### config.mk
export PLATFORM = sky130hd
export DESIGN_NAME = control_unit
export DESIGN_NICKNAME = d
export VERILOG_FILES = /design/src/logic/cu_pkg.sv /design/src/logic/instr_decoder.sv /design/src/logic/cycle_sequencer.sv /design/src/logic/control_unit.sv
export SDC_FILE = /design/constraint.sdc
export NUM_CORES = 1
export LEC_CHECK = 0
export ABC_AREA = 1
export BUFFER_PORTS_ARGS = -buffer_cell sky130_fd_sc_hd__buf_4
export CAP_MARGIN = 20
export CORE_MARGIN = 2
export CORE_UTILIZATION = 47
export CTS_BUF_LIST = sky130_fd_sc_hd__clkbuf_2
export CTS_CLUSTER_SIZE = 12
export DETAILED_ROUTE_END_ITERATION = 10
export PLACE_DENSITY = 0.91
export SYNTH_ARGS = -nofsm -noshare
export SYNTH_HDL_FRONTEND = slang
export SYNTH_SLANG_ARGS = --single-unit
### constraint.sdc
create_clock -name clk -period 4.5 [get_ports clk]
set_clock_uncertainty 0.15 [all_clocks]
set_input_delay 1.35 -clock clk [delete_from_list [all_inputs] [get_ports clk]]
set_output_delay 1.35 -clock clk [all_outputs]
set_load 0.02 [all_outputs]
### src/logic/cu_pkg.sv
package cu_pkg;

    ////////////////////////////////////////////////////////////////////////////
    // Widths and fixed values
    ////////////////////////////////////////////////////////////////////////////

    localparam int INSTR_W    = 32;
    localparam int REG_ADDR_W = 4;
    localparam int ALU_FUNC_W = 5;

    // Return address register for CALL and RET
    localparam logic [REG_ADDR_W-1:0] LINK_REG = 4'd15;

    // Address add for load and store
    localparam logic [ALU_FUNC_W-1:0] ALU_FUNC_ADDR = 5'b10000;
    localparam logic [ALU_FUNC_W-1:0] ALU_FUNC_PASS = 5'b00000;

    ////////////////////////////////////////////////////////////////////////////
    // Instruction fields
    ////////////////////////////////////////////////////////////////////////////

    localparam int MAJOR_HI = 31;
    localparam int MAJOR_LO = 28;
    localparam int MINOR_W  = 5;

    // Register fields, each REG_ADDR_W wide
    localparam int RS_HI = 27;
    localparam int RT_HI = 23;
    localparam int RD_HI = 19;

    ////////////////////////////////////////////////////////////////////////////
    // Decode keys, major opcode concatenated with minor opcode
    ////////////////////////////////////////////////////////////////////////////

    typedef enum logic [8:0] {
        OP_ADD  = 9'b0000_00000,
        OP_SUB  = 9'b0000_00001,
        OP_SLT  = 9'b0000_00010,
        OP_SGT  = 9'b0000_00011,
        OP_AND  = 9'b0000_00100,
        OP_OR   = 9'b0000_00101,
        OP_XOR  = 9'b0000_00110,
        OP_NOT  = 9'b0000_00111,
        OP_LUI  = 9'b0000_01000,
        OP_SLL  = 9'b0000_01001,
        OP_SRL  = 9'b0000_01010,
        OP_SRA  = 9'b0000_01011,
        OP_NOR  = 9'b0000_01100,
        OP_INC  = 9'b0000_01101,
        OP_DEC  = 9'b0000_01110,
        OP_HAM  = 9'b0000_01111,
        OP_ADDI = 9'b0000_10000,
        OP_SUBI = 9'b0000_10001,
        OP_SLTI = 9'b0000_10010,
        OP_SGTI = 9'b0000_10011,
        OP_ANDI = 9'b0000_10100,
        OP_ORI  = 9'b0000_10101,
        OP_XORI = 9'b0000_10110,
        OP_NOTI = 9'b0000_10111,
        OP_SLLI = 9'b0000_11001,
        OP_SRLI = 9'b0000_11010,
        OP_SRAI = 9'b0000_11011,
        OP_MOVE = 9'b0000_11100,
        OP_CMOV = 9'b0000_11101,
        OP_LD   = 9'b0001_00000,
        OP_ST   = 9'b0010_00000,
        OP_BMI  = 9'b0011_00000,
        OP_BPL  = 9'b0100_00000,
        OP_BZ   = 9'b0101_00000,
        OP_RET  = 9'b1000_00000,
        OP_HALT = 9'b1001_00000,
        OP_NOP  = 9'b1010_00000
    } opcode_e;

    // Jumps decode on the major opcode alone
    typedef enum logic [3:0] {
        MAJ_BR   = 4'b0110,
        MAJ_CALL = 4'b0111
    } major_e;

    ////////////////////////////////////////////////////////////////////////////
    // Control encodings
    ////////////////////////////////////////////////////////////////////////////

    typedef enum logic [1:0] {
        ACCESS_NONE  = 2'd0,
        ACCESS_LOAD  = 2'd1,
        ACCESS_STORE = 2'd2
    } access_e;

    typedef enum logic [2:0] {
        S_RESET  = 3'd0,
        S_FETCH1 = 3'd1,
        S_FETCH2 = 3'd2,
        S_EXEC   = 3'd3,
        S_MEM1   = 3'd4,
        S_MEM2   = 3'd5,
        S_MEM3   = 3'd6
    } seq_state_e;

    // Register write data source
    typedef enum logic [1:0] {
        WI_MEM  = 2'd0,
        WI_ALU  = 2'd1,
        WI_LINK = 2'd2
    } write_info_e;

    // Destination field choice
    typedef enum logic [1:0] {
        WR_RT   = 2'd0,
        WR_RD   = 2'd1,
        WR_LINK = 2'd2
    } write_reg_e;

endpackage

### src/logic/instr_decoder.sv
`timescale 1ns/1ps

module instr_decoder
(
    input  logic [cu_pkg::INSTR_W-1:0]    instruction,
    input  logic                          zero,
    input  logic                          sign,
    output logic [cu_pkg::REG_ADDR_W-1:0] source1,
    output logic [cu_pkg::REG_ADDR_W-1:0] source2,
    output logic [cu_pkg::REG_ADDR_W-1:0] destination,
    output logic [cu_pkg::ALU_FUNC_W-1:0] alu_func,
    output logic                          mem_read,
    output logic                          reg_read,
    output logic                          reg_write,
    output logic                          imm_sel,
    output cu_pkg::write_info_e           write_info_sel,
    output logic                          alu_in2,
    output cu_pkg::write_reg_e            write_reg_sel,
    output logic                          branch_op,
    output logic                          jump_addr_sel,
    output logic                          pc_in,
    output logic                          pc_sel,
    output cu_pkg::access_e               access
);

    logic [cu_pkg::REG_ADDR_W-1:0] rs;
    logic [cu_pkg::REG_ADDR_W-1:0] rt;
    logic [cu_pkg::REG_ADDR_W-1:0] rd;
    logic [cu_pkg::MINOR_W-1:0]    minor;
    cu_pkg::opcode_e               op;
    cu_pkg::major_e                major;

    assign rs    = instruction[cu_pkg::RS_HI -: cu_pkg::REG_ADDR_W];
    assign rt    = instruction[cu_pkg::RT_HI -: cu_pkg::REG_ADDR_W];
    assign rd    = instruction[cu_pkg::RD_HI -: cu_pkg::REG_ADDR_W];
    assign minor = instruction[cu_pkg::MINOR_W-1:0];

    assign op    = cu_pkg::opcode_e'({instruction[cu_pkg::MAJOR_HI:cu_pkg::MAJOR_LO], minor});
    assign major = cu_pkg::major_e'(instruction[cu_pkg::MAJOR_HI:cu_pkg::MAJOR_LO]);

    always_comb
    begin
        source1        = '0;
        source2        = '0;
        destination    = '0;
        alu_func       = cu_pkg::ALU_FUNC_PASS;
        mem_read       = 1'b0;
        reg_read       = 1'b0;
        reg_write      = 1'b0;
        imm_sel        = 1'b0;
        write_info_sel = cu_pkg::WI_MEM;
        alu_in2        = 1'b0;
        write_reg_sel  = cu_pkg::WR_RT;
        branch_op      = 1'b0;
        jump_addr_sel  = 1'b0;
        pc_in          = 1'b1;
        pc_sel         = 1'b0;
        access         = cu_pkg::ACCESS_NONE;

        ////////////////////////////////////////////////////////////////////////
        // Full key decode
        ////////////////////////////////////////////////////////////////////////

        case (op)
            // Two-operand register ops
            cu_pkg::OP_ADD, cu_pkg::OP_SUB, cu_pkg::OP_SLT, cu_pkg::OP_SGT,
            cu_pkg::OP_AND, cu_pkg::OP_OR, cu_pkg::OP_XOR, cu_pkg::OP_SLL,
            cu_pkg::OP_SRL, cu_pkg::OP_SRA, cu_pkg::OP_NOR, cu_pkg::OP_CMOV:
            begin
                source1        = rs;
                source2        = rt;
                destination    = rd;
                alu_func       = minor;
                reg_read       = 1'b1;
                reg_write      = 1'b1;
                write_info_sel = cu_pkg::WI_ALU;
                write_reg_sel  = cu_pkg::WR_RD;
            end

            // Unary ops write back into rt
            cu_pkg::OP_NOT, cu_pkg::OP_INC, cu_pkg::OP_DEC, cu_pkg::OP_HAM:
            begin
                source1        = rs;
                source2        = rt;
                destination    = rt;
                alu_func       = minor;
                reg_read       = 1'b1;
                reg_write      = 1'b1;
                write_info_sel = cu_pkg::WI_ALU;
            end

            cu_pkg::OP_MOVE:
            begin
                source1        = rs;
                destination    = rt;
                reg_read       = 1'b1;
                reg_write      = 1'b1;
                write_info_sel = cu_pkg::WI_ALU;
            end

            cu_pkg::OP_ADDI, cu_pkg::OP_SUBI, cu_pkg::OP_SLTI, cu_pkg::OP_SGTI,
            cu_pkg::OP_ANDI, cu_pkg::OP_ORI, cu_pkg::OP_XORI, cu_pkg::OP_SLLI,
            cu_pkg::OP_SRLI, cu_pkg::OP_SRAI:
            begin
                source1        = rs;
                source2        = rt;
                destination    = rt;
                alu_func       = minor;
                imm_sel        = 1'b1;
                alu_in2        = 1'b1;
                reg_read       = 1'b1;
                reg_write      = 1'b1;
                write_info_sel = cu_pkg::WI_ALU;
            end

            // Only the immediate feeds the ALU and rs is the target
            cu_pkg::OP_NOTI, cu_pkg::OP_LUI:
            begin
                source1        = rs;
                source2        = rs;
                destination    = rs;
                alu_func       = minor;
                imm_sel        = 1'b1;
                alu_in2        = 1'b1;
                reg_write      = 1'b1;
                write_info_sel = cu_pkg::WI_ALU;
            end

            cu_pkg::OP_LD, cu_pkg::OP_ST:
            begin
                source1   = rs;
                source2   = rt;
                destination = rt;
                alu_func  = cu_pkg::ALU_FUNC_ADDR;
                imm_sel   = 1'b1;
                alu_in2   = 1'b1;
                reg_read  = 1'b1;
                if (op == cu_pkg::OP_LD)
                begin
                    mem_read  = 1'b1;
                    reg_write = 1'b1;
                    access    = cu_pkg::ACCESS_LOAD;
                end
                else
                begin
                    access    = cu_pkg::ACCESS_STORE;
                end
            end

            cu_pkg::OP_BMI, cu_pkg::OP_BPL, cu_pkg::OP_BZ:
            begin
                source1     = rs;
                destination = rt;
                reg_read    = 1'b1;
                imm_sel     = 1'b1;
                case (op)
                    cu_pkg::OP_BMI: branch_op = sign;
                    cu_pkg::OP_BPL: branch_op = !sign && !zero;
                    default:        branch_op = zero;
                endcase
            end

            // Return address comes from the link register
            cu_pkg::OP_RET:
            begin
                source1       = cu_pkg::LINK_REG;
                jump_addr_sel = 1'b1;
                pc_sel        = 1'b1;
                reg_read      = 1'b1;
            end

            cu_pkg::OP_HALT:
            begin
                pc_in = 1'b0;
            end

            default: ;
        endcase

        ////////////////////////////////////////////////////////////////////////
        // Jumps ignore the minor bits
        ////////////////////////////////////////////////////////////////////////

        case (major)
            cu_pkg::MAJ_BR:
            begin
                pc_sel = 1'b1;
            end

            cu_pkg::MAJ_CALL:
            begin
                destination    = cu_pkg::LINK_REG;
                pc_sel         = 1'b1;
                reg_write      = 1'b1;
                write_info_sel = cu_pkg::WI_LINK;
                write_reg_sel  = cu_pkg::WR_LINK;
            end

            default: ;
        endcase
    end

endmodule

### src/logic/cycle_sequencer.sv
`timescale 1ns/1ps

module cycle_sequencer
(
    input  logic            clk,
    input  logic            reset,
    input  cu_pkg::access_e access,
    output logic            wmfc,
    output logic            mem_write
);

    cu_pkg::seq_state_e state;
    cu_pkg::seq_state_e state_next;
    logic               wmfc_next;
    logic               mem_write_next;

    ////////////////////////////////////////////////////////////////////////////
    // Next state
    ////////////////////////////////////////////////////////////////////////////

    always_comb
    begin
        state_next = cu_pkg::S_FETCH1;
        case (state)
            cu_pkg::S_RESET:  state_next = cu_pkg::S_FETCH1;
            cu_pkg::S_FETCH1: state_next = cu_pkg::S_FETCH2;
            cu_pkg::S_FETCH2: state_next = cu_pkg::S_EXEC;
            cu_pkg::S_EXEC:
            begin
                if (access != cu_pkg::ACCESS_NONE)
                    state_next = cu_pkg::S_MEM1;
            end
            // Store finishes here, load carries on
            cu_pkg::S_MEM1:
            begin
                if (access == cu_pkg::ACCESS_LOAD)
                    state_next = cu_pkg::S_MEM2;
            end
            cu_pkg::S_MEM2:
            begin
                if (access == cu_pkg::ACCESS_LOAD)
                    state_next = cu_pkg::S_MEM3;
            end
            default:          state_next = cu_pkg::S_FETCH1;
        endcase
    end

    // Strobes belong to the state being entered
    always_comb
    begin
        case (state_next)
            cu_pkg::S_EXEC: wmfc_next = (access == cu_pkg::ACCESS_NONE);
            cu_pkg::S_MEM1: wmfc_next = (access == cu_pkg::ACCESS_STORE);
            cu_pkg::S_MEM3: wmfc_next = 1'b1;
            default:        wmfc_next = 1'b0;
        endcase
        mem_write_next = (state_next == cu_pkg::S_MEM1) && (access == cu_pkg::ACCESS_STORE);
    end

    ////////////////////////////////////////////////////////////////////////////
    // State and strobe registers
    ////////////////////////////////////////////////////////////////////////////

    always_ff @(posedge clk or posedge reset)
    begin
        if (reset)
        begin
            state     <= cu_pkg::S_RESET;
            wmfc      <= 1'b0;
            mem_write <= 1'b0;
        end
        else
        begin
            state     <= state_next;
            wmfc      <= wmfc_next;
            mem_write <= mem_write_next;
        end
    end

endmodule

### src/logic/control_unit.sv
`timescale 1ns/1ps

module control_unit
(
    input  logic                          clk,
    input  logic                          reset,
    input  logic [cu_pkg::INSTR_W-1:0]    instruction,
    input  logic                          zero,
    input  logic                          sign,
    output logic                          wmfc,
    output logic [cu_pkg::REG_ADDR_W-1:0] source1,
    output logic [cu_pkg::REG_ADDR_W-1:0] source2,
    output logic [cu_pkg::REG_ADDR_W-1:0] destination,
    output logic [cu_pkg::ALU_FUNC_W-1:0] alu_func,
    output logic                          mem_read,
    output logic                          mem_write,
    output logic                          reg_read,
    output logic                          reg_write,
    output logic                          imm_sel,
    output cu_pkg::write_info_e           write_info_sel,
    output logic                          alu_in2,
    output cu_pkg::write_reg_e            write_reg_sel,
    output logic                          branch_op,
    output logic                          jump_addr_sel,
    output logic                          pc_in,
    output logic                          pc_sel
);

    // Memory class of the current instruction
    cu_pkg::access_e access;

    instr_decoder i_instr_decoder
    (
        .instruction    (instruction),
        .zero           (zero),
        .sign           (sign),
        .source1        (source1),
        .source2        (source2),
        .destination    (destination),
        .alu_func       (alu_func),
        .mem_read       (mem_read),
        .reg_read       (reg_read),
        .reg_write      (reg_write),
        .imm_sel        (imm_sel),
        .write_info_sel (write_info_sel),
        .alu_in2        (alu_in2),
        .write_reg_sel  (write_reg_sel),
        .branch_op      (branch_op),
        .jump_addr_sel  (jump_addr_sel),
        .pc_in          (pc_in),
        .pc_sel         (pc_sel),
        .access         (access)
    );

    cycle_sequencer i_cycle_sequencer
    (
        .clk       (clk),
        .reset     (reset),
        .access    (access),
        .wmfc      (wmfc),
        .mem_write (mem_write)
    );

endmodule

# --- After elaboration in Yosys (flattened, before gate mapping) ---
# Index checks and enable logic that the tools add are counted.
totals:
  input_bits: 36
  elab_cells: 98
  regBits: 5
  mem_count: 0
  mem_bits_ro: 0
  out_inout_bits: 32
  latchBits: 0
  ramBits: 0
classes:
  mux: 28
  reduce_logical: 20
  shifts: 0
  eq_ne: 47
  add_sub_neg: 0
  mul: 0
  n_bitwise: 0
  n_lt_le_gt_ge: 0
  n_div: 0
op_table:
  columns: ["operator", "count"]
  rows:
  - ["9-bit by 5-bit equality test with 1-bit output (second input constant)", 13]
  - ["9-bit by 4-bit equality test with 1-bit output (second input constant)", 8]
  - ["28-bit OR reduction", 2]
  - ["9-bit by 3-bit equality test with 1-bit output (second input constant)", 4]
  - ["34-bit OR reduction", 1]
  - ["33-bit OR reduction", 1]
  - ["29-bit OR reduction", 1]
  - ["20-bit OR reduction", 1]
  - ["9-bit by 2-bit equality test with 1-bit output (second input constant)", 2]
  - ["9-bit by 7-bit equality test with 1-bit output (second input constant)", 2]
  - ["9-bit by 8-bit equality test with 1-bit output (second input constant)", 2]
  - ["9-bit equality test (second input constant)", 2]
  - ["17-bit OR reduction", 1]
  - ["4-bit one-hot mux with 2 select lines", 2]
  - ["3-bit one-hot mux with 5 select lines", 1]
  - ["14-bit OR reduction", 1]
  - ["3-bit equality test (second input constant)", 4]
  - ["1-bit 2-to-1 mux", 12]
  - ["4-bit one-hot mux with 3 select lines", 1]
  - ["12-bit OR reduction", 1]
  - ["5-bit one-hot mux with 2 select lines", 1]
  - ["3-bit by 2-bit equality test with 1-bit output (second input constant)", 3]
  - ["9-bit by 1-bit equality test with 1-bit output (second input constant)", 1]
  - ["9-bit by 6-bit equality test with 1-bit output (second input constant)", 1]
  - ["16 further kinds", 27]

# --- Depth between registers and ports, before layout ---
logic_depth:
  ltp_word: 8
  depth_mapped: 11
  ltp_nobuf: 11

# --- Modules after synthesis ---
# Synthesis repeated with hierarchy kept, for this count alone.
hier_totals:
  cells_unflattened: 201
  area_unflattened_um2: 1053.5
modules_own_cells:
  columns: ["mod", "cells_per_inst", "instances", "area_per_inst_um2", "seq_area_each_um2"]
  rows:
  - ["instr_decoder", 170, 1, 814.5, 0.0]
  - ["cycle_sequencer", 31, 1, 239.0, 125.1]

# --- Least setup slack after synthesis ---
# Ideal clock, no wire load.
synth_timing:
  path_type: "input port to output port"
  startpoint: "input port instruction[31] (netlist bit)"
  endpoint: "output port destination[0] (netlist bit)"
  stages: 6
  n_path_buf: 1
  required_time_ps: 3000
  arrival_time_ps: 2463
  slack_ps: 537
  path_cell_list: "buf_4 -> nor3_1 -> inv_1 -> nor2_1 -> inv_1 -> nand3_1"
synth_via:
  elab_chain_len: 4
synth_rtl:
  columns: ["element", "line_no", "source"]
  rows:
  - ["start: declaration", "control_unit.sv:7", "input logic [cu_pkg::INSTR_W-1:0] instruction,"]
  - ["9-bit by 3-bit equality test with 1-bit output, or another cell as far along", "instr_decoder.sv:64", "case (op)"]
  - ["20-bit OR reduction (no line), or another cell as far along", null, null]
  - ["4-bit one-hot mux with 3 select lines", "instr_decoder.sv:64", null]
  - ["4-bit 2-to-1 mux (*)", "instr_decoder.sv:184", "case (major)"]
  - ["end: declaration", "control_unit.sv:13", "output logic [cu_pkg::REG_ADDR_W-1:0] destination,"]
# Mark *: on every way between the ends. The rest lies on a longest branch, timed or not.

# --- Worst setup path after layout ---
layout_timing:
  startpoint: "input port instruction[4] (netlist bit)"
  endpoint: "output port source1[0] (netlist bit)"
layout_via:
  elab_chain_len: 3
layout_rtl:
  columns: ["element", "line_no", "source"]
  rows:
  - ["9-bit by 3-bit equality test with 1-bit output, or another cell as far along", "instr_decoder.sv:64", null]
  - ["34-bit OR reduction (no line)", null, null]
  - ["4-bit one-hot mux with 2 select lines (*)", "instr_decoder.sv:64", null]
  - ["end: declaration", "control_unit.sv:11", "output logic [cu_pkg::REG_ADDR_W-1:0] source1,"]
# Marks and branches as above.

==> results.rst <==
.. list-table::
   :header-rows: 1

   * - Metric
     - Value
   * - Status
     - completed
   * - Power Internal
     - about 0.00013 W
   * - Clock insertion delay at the later pin of the skew report
     - approximately 0.23 ns
   * - Crit share post-route
     - 0.931
   * - Yosys reg bits
     - 5
   * - Number of search-and-repair iterations in the first detailed-routing pass
     - 4
   * - Most used standard cells in the synthesized netlist
     - sky130_fd_sc_hd__nand2_1 (65), sky130_fd_sc_hd__nor2_1 (24), sky130_fd_sc_hd__inv_1 (20), sky130_fd_sc_hd__nand3_1 (19), sky130_fd_sc_hd__inv_2 (14)
   * - Detailed-placement wirelength estimate
     - 2650 um
   * - Switching fraction of total power
     - 0.461
   * - FF-to-FF End
     - i_cycle_sequencer.mem_write$_DFF_PP0_
   * - Routed met3 length
     - around 190 um
   * - Peak ir drop on the vdd network
     - approximately 160 uV
   * - GRT Residual Overflow
     - 0
   * - Critical path type
     - primary input to output pin
   * - Area of the core
     - approximately 0.0020 sq mm
   * - Port Buf Inserts
     - between 50 and 60
   * - Flop2flop setup slack
     - roughly 3.2 ns
   * - Via-to-Cell Ratio
     - 5.00
   * - Yosys Warn Count
     - 0
   * - Floorplan die height
     - approximately 51 um
   * - Drt total wl
     - just over 3000 um
   * - Final setup violation count
     - 0
   * - Crit end category
     - output pin
   * - Power dissipated by switching net loads
     - approximately 0.00011 W
   * - Measured slew at the worst slew-check pin
     - 0.338 ns
   * - Portion of the post-synthesis area used by sequential elements
     - 0.121
   * - Multiplexer share of the synthesized area
     - 0
   * - Clk root buf
     - sky130_fd_sc_hd__clkbuf_2
   * - Hold buffer count at CTS
     - 0
   * - Most common cell in the synthesized netlist
     - sky130_fd_sc_hd__nand2_1
   * - Sort of element at the start of the critical path
     - primary input
   * - Relative contribution of the clock network to total power
     - 0.166
   * - Most area-hungry cell type in the Yosys netlist
     - sky130_fd_sc_hd__nand2_1
   * - Hold Crit Class
     - flip-flop to flip-flop
   * - Met1 Routed Length
     - about 1300 um
   * - Overall Power
     - roughly 0.00025 W
   * - Achievable clock frequency
     - 0.239 GHz
   * - Pin count of the biggest net entering global routing
     - 9
   * - Critical path's most frequent cell
     - sky130_fd_sc_hd__nand2_1
   * - Placer Congestion
     - 0.936
   * - Critical path required time
     - around 3 ns
   * - Async SR Flop Fraction
     - 1.00
   * - Total clock buffers created by CTS
     - 3
   * - Number of DRC markers after the initial detailed-route iteration
     - 40
   * - Maximum level of the CTS H-tree
     - 1
   * - Clk slew on worst S/H paths
     - roughly 0.070 ns
   * - DRT antenna net count
     - 0
   * - IO Pins
     - 68
   * - Cell-by-cell trace of the critical path
     - buf_4 > nor2_2 > nand3_2 > nor2_2 > nor2_1 > nand2_1 > nor2_1 > nand2_1 > nand2_1 > nand2_1 > buf_4
   * - Worst-case reg-to-reg path depth
     - 7
   * - End point of the worst hold path
     - i_cycle_sequencer.state[1]$_DFF_PP0_
   * - Routed length per instance
     - between 10 and 15 um
   * - Cell type group with the largest total delay on the critical path
     - simple AND/OR/NAND/NOR gates
   * - Hold Path Stages
     - 3
   * - Synth Cell Area
     - a little over 0.001 sq mm
   * - Number of antenna violations at the first check in global routing
     - 0
   * - CTS Sinks
     - 5
   * - Most used flip-flop cell after synthesis
     - sky130_fd_sc_hd__dfrtp_1
   * - Routed met2 length
     - between 1500 and 2000 um
   * - Clock Path Buffers
     - 2
   * - Maximum Capacitance Violations
     - 0
   * - Number of unique standard cell types used by synthesis
     - 24
   * - Post-layout minimum cycle time
     - between 4 and 5 ns
   * - Sequential fraction of design power
     - 0.294
   * - RSZ-0062 raised after global routing
     - no
   * - Synth Area in Adders
     - 0
   * - Highest fanout seen on the critical path
     - 4
   * - Net Count, Synth
     - ~230
   * - Critical path buffer and inverter count
     - 2
   * - Arrival time of the worst setup path
     - between 2 and 3 ns
   * - Number of flops mapped to enable cells by yosys
     - 0
   * - Power share of the combinational group
     - 0.540
   * - Worst slack, placed
     - 0.317 ns
   * - Post-CTS sizing
     - 0
   * - First-pass GRT wire length
     - between 5000 and 6000 um
   * - Number of endpoints with negative hold slack in the final report
     - 0
   * - Area contributors post-synth
     - sky130_fd_sc_hd__nand2_1 (24%), sky130_fd_sc_hd__dfrtp_1 (12%), sky130_fd_sc_hd__nand3_1 (9.2%)
   * - Source of the worst hold timing path
     - i_cycle_sequencer.state[2]$_DFF_PP0_
   * - Count of unresolved DRC violations after routing
     - 0
   * - Layout overhead on the synthesized area
     - 44.3%
   * - Final setup slack of the worst path
     - 0.312 ns
   * - Leakage component of the power
     - slightly above 0.9 nW
   * - Max stage delay cell, worst path
     - sky130_fd_sc_hd__nor2_2
   * - Simple-Gate Fraction of Synth Area
     - 0.664
   * - Avg Cell Area, Syn
     - roughly 5.2 sq um
   * - Max Slew Vio Count
     - 0
   * - Beginning of the worst register-to-register path
     - i_cycle_sequencer.state[1]$_DFF_PP0_
   * - Worst slew margin relative to its limit
     - 0.774
   * - Synth Area in XOR/XNOR
     - 0.00845
   * - Final core area utilization
     - 0.739
   * - Post-synthesis cell count
     - 198
   * - Dominant combinational cell family by area after synthesis
     - simple AND/OR/NAND/NOR gates
   * - Vias after detailed routing
     - roughly 1.4k
   * - X dimension of the die
     - slightly above 50 um
   * - CP max stage delay
     - approximately 0.25 ns
   * - Top-area cell type share of the netlist area
     - 0.236
   * - CTS tree
     - yes
   * - Total Negative Setup Slacks
     - 0 ns
   * - Antenna diodes
     - 0
   * - Total global-route track usage
     - 0.250
   * - Number of setup buffers added after CTS
     - 0
   * - Post-synthesis compound-gate area fraction
     - 0.0688
   * - Starting Density
     - 0.512
   * - Fraction of layout instances using a drive strength above 1
     - 0.375
   * - Top routing layer in use
     - met4
   * - Number of global-route vias before repair
     - between 1k and 1.5k
   * - Power density over the cells
     - between 150 and 200 mW/mm^2
   * - Nets@finish
     - roughly 290
   * - Full die area
     - 0.00260 sq mm
   * - Std cell rows
     - 16
==> routing by layer <==
layer | vias to the layer above | GRT usage
li1 | 745 | -
met1 | 614 | 0.301
met2 | 48 | 0.442
met3 | 9 | 0.0380
met4 | 0 | 0.0946
met5 | - | 0
==> how the worst max path moves through the flow <==
| stage | start | end | cells past startpoint |
|---|---|---|---|
| 6_report | instruction[4] | source1[0] | 11 |
| 4_1_cts | instruction[4] | source1[0] | 11 |
| 5_1_grt | instruction[3] | source1[1] | 12 |
| 3_5_place_dp | instruction[4] | source1[0] | 11 |
| 3_3_place_gp | instruction[4] | destination[1] | 11 |
| 2_1_floorplan | instruction[31] | destination[0] | 6 |
==> power by group through the flow <==
stage	registers, W	logic (W)	clock network [W]
4_1_cts	0.0000727	0.000134	0.0000407
3_5_place_dp	0.0000735	0.000133	0
2_1_floorplan	0.0000752	0.0000771	0
3_3_place_gp	0.0000728	0.000130	0
5_1_grt	0.0000746	0.000147	0.0000458
6_report	0.0000726	0.000134	0.0000410
==> placed cells by master, fill, tap and decap left out <==
cell type	synthesis	layout
sky130_fd_sc_hd__a21oi_1	5	5
sky130_fd_sc_hd__a21oi_2	1	1
sky130_fd_sc_hd__a31oi_1	1	1
sky130_fd_sc_hd__a32oi_1	1	1
sky130_fd_sc_hd__buf_4	2	56
sky130_fd_sc_hd__clkbuf_2	0	3
sky130_fd_sc_hd__clkinv_2	0	1
sky130_fd_sc_hd__dfrtp_1	5	5
sky130_fd_sc_hd__inv_1	20	20
sky130_fd_sc_hd__inv_2	14	14
sky130_fd_sc_hd__nand2_1	65	65
sky130_fd_sc_hd__nand2_2	6	6
sky130_fd_sc_hd__nand2_4	2	2
sky130_fd_sc_hd__nand3_1	19	19
sky130_fd_sc_hd__nand3_2	3	3
sky130_fd_sc_hd__nand4_1	9	9
sky130_fd_sc_hd__nor2_1	24	24
sky130_fd_sc_hd__nor2_2	6	6
sky130_fd_sc_hd__nor2_4	3	3
sky130_fd_sc_hd__nor3_1	5	5
sky130_fd_sc_hd__nor3_2	1	1
sky130_fd_sc_hd__o21ai_0	2	2
sky130_fd_sc_hd__o21ai_1	1	1
sky130_fd_sc_hd__o21bai_1	1	1
sky130_fd_sc_hd__or2_1	1	1
sky130_fd_sc_hd__xor2_1	1	1
==> sequential cells by signal, indices dropped and copies added, names as in the netlist <==
register                     flops
i_cycle_sequencer.wmfc           1
i_cycle_sequencer.mem_write      1
i_cycle_sequencer.state          3
==> stage by stage <==
step,instance area (sq um),instances,hold slack [ns]
after global routing,1500,283,0.491
after detailed placement,1480,279,0.454
after global placement,1480,279,0.436
final,1500,283,0.464
after floorplan,1040,198,0.395
after CTS,1500,283,0.466
==> cells by family after synthesis <==
| logic type | Yosys count |
|---|---|
| and+or+nand+nor | 144 |
| buffers and inverters | 36 |
| AOI/OAI and AO/OA | 12 |
| DFF | 5 |
| xor gates and xnor gates | 1 |
==> layout make-up <==
class                           instances  area (sq um)
Sequential cell                         5           125
Timing Repair Buffer                   56           420
Inverter                               34           128
Clock inverter                          1          5.00
Fill cell                             209           527
Multi-Input combinational cell        157           768
Clock buffer                            3          15.0
Tap cell                               27          33.8
==> worst register-to-register path: cells and delay by family (launching register included) <==
kind	cells	cell delay, ns
and+or+nand+nor	4	0.42
buffers and inverters	2	0.13
DFF	1	0.45
AOI/OAI and AO/OA	1	0.13
(Power assumes the default switching activity.)
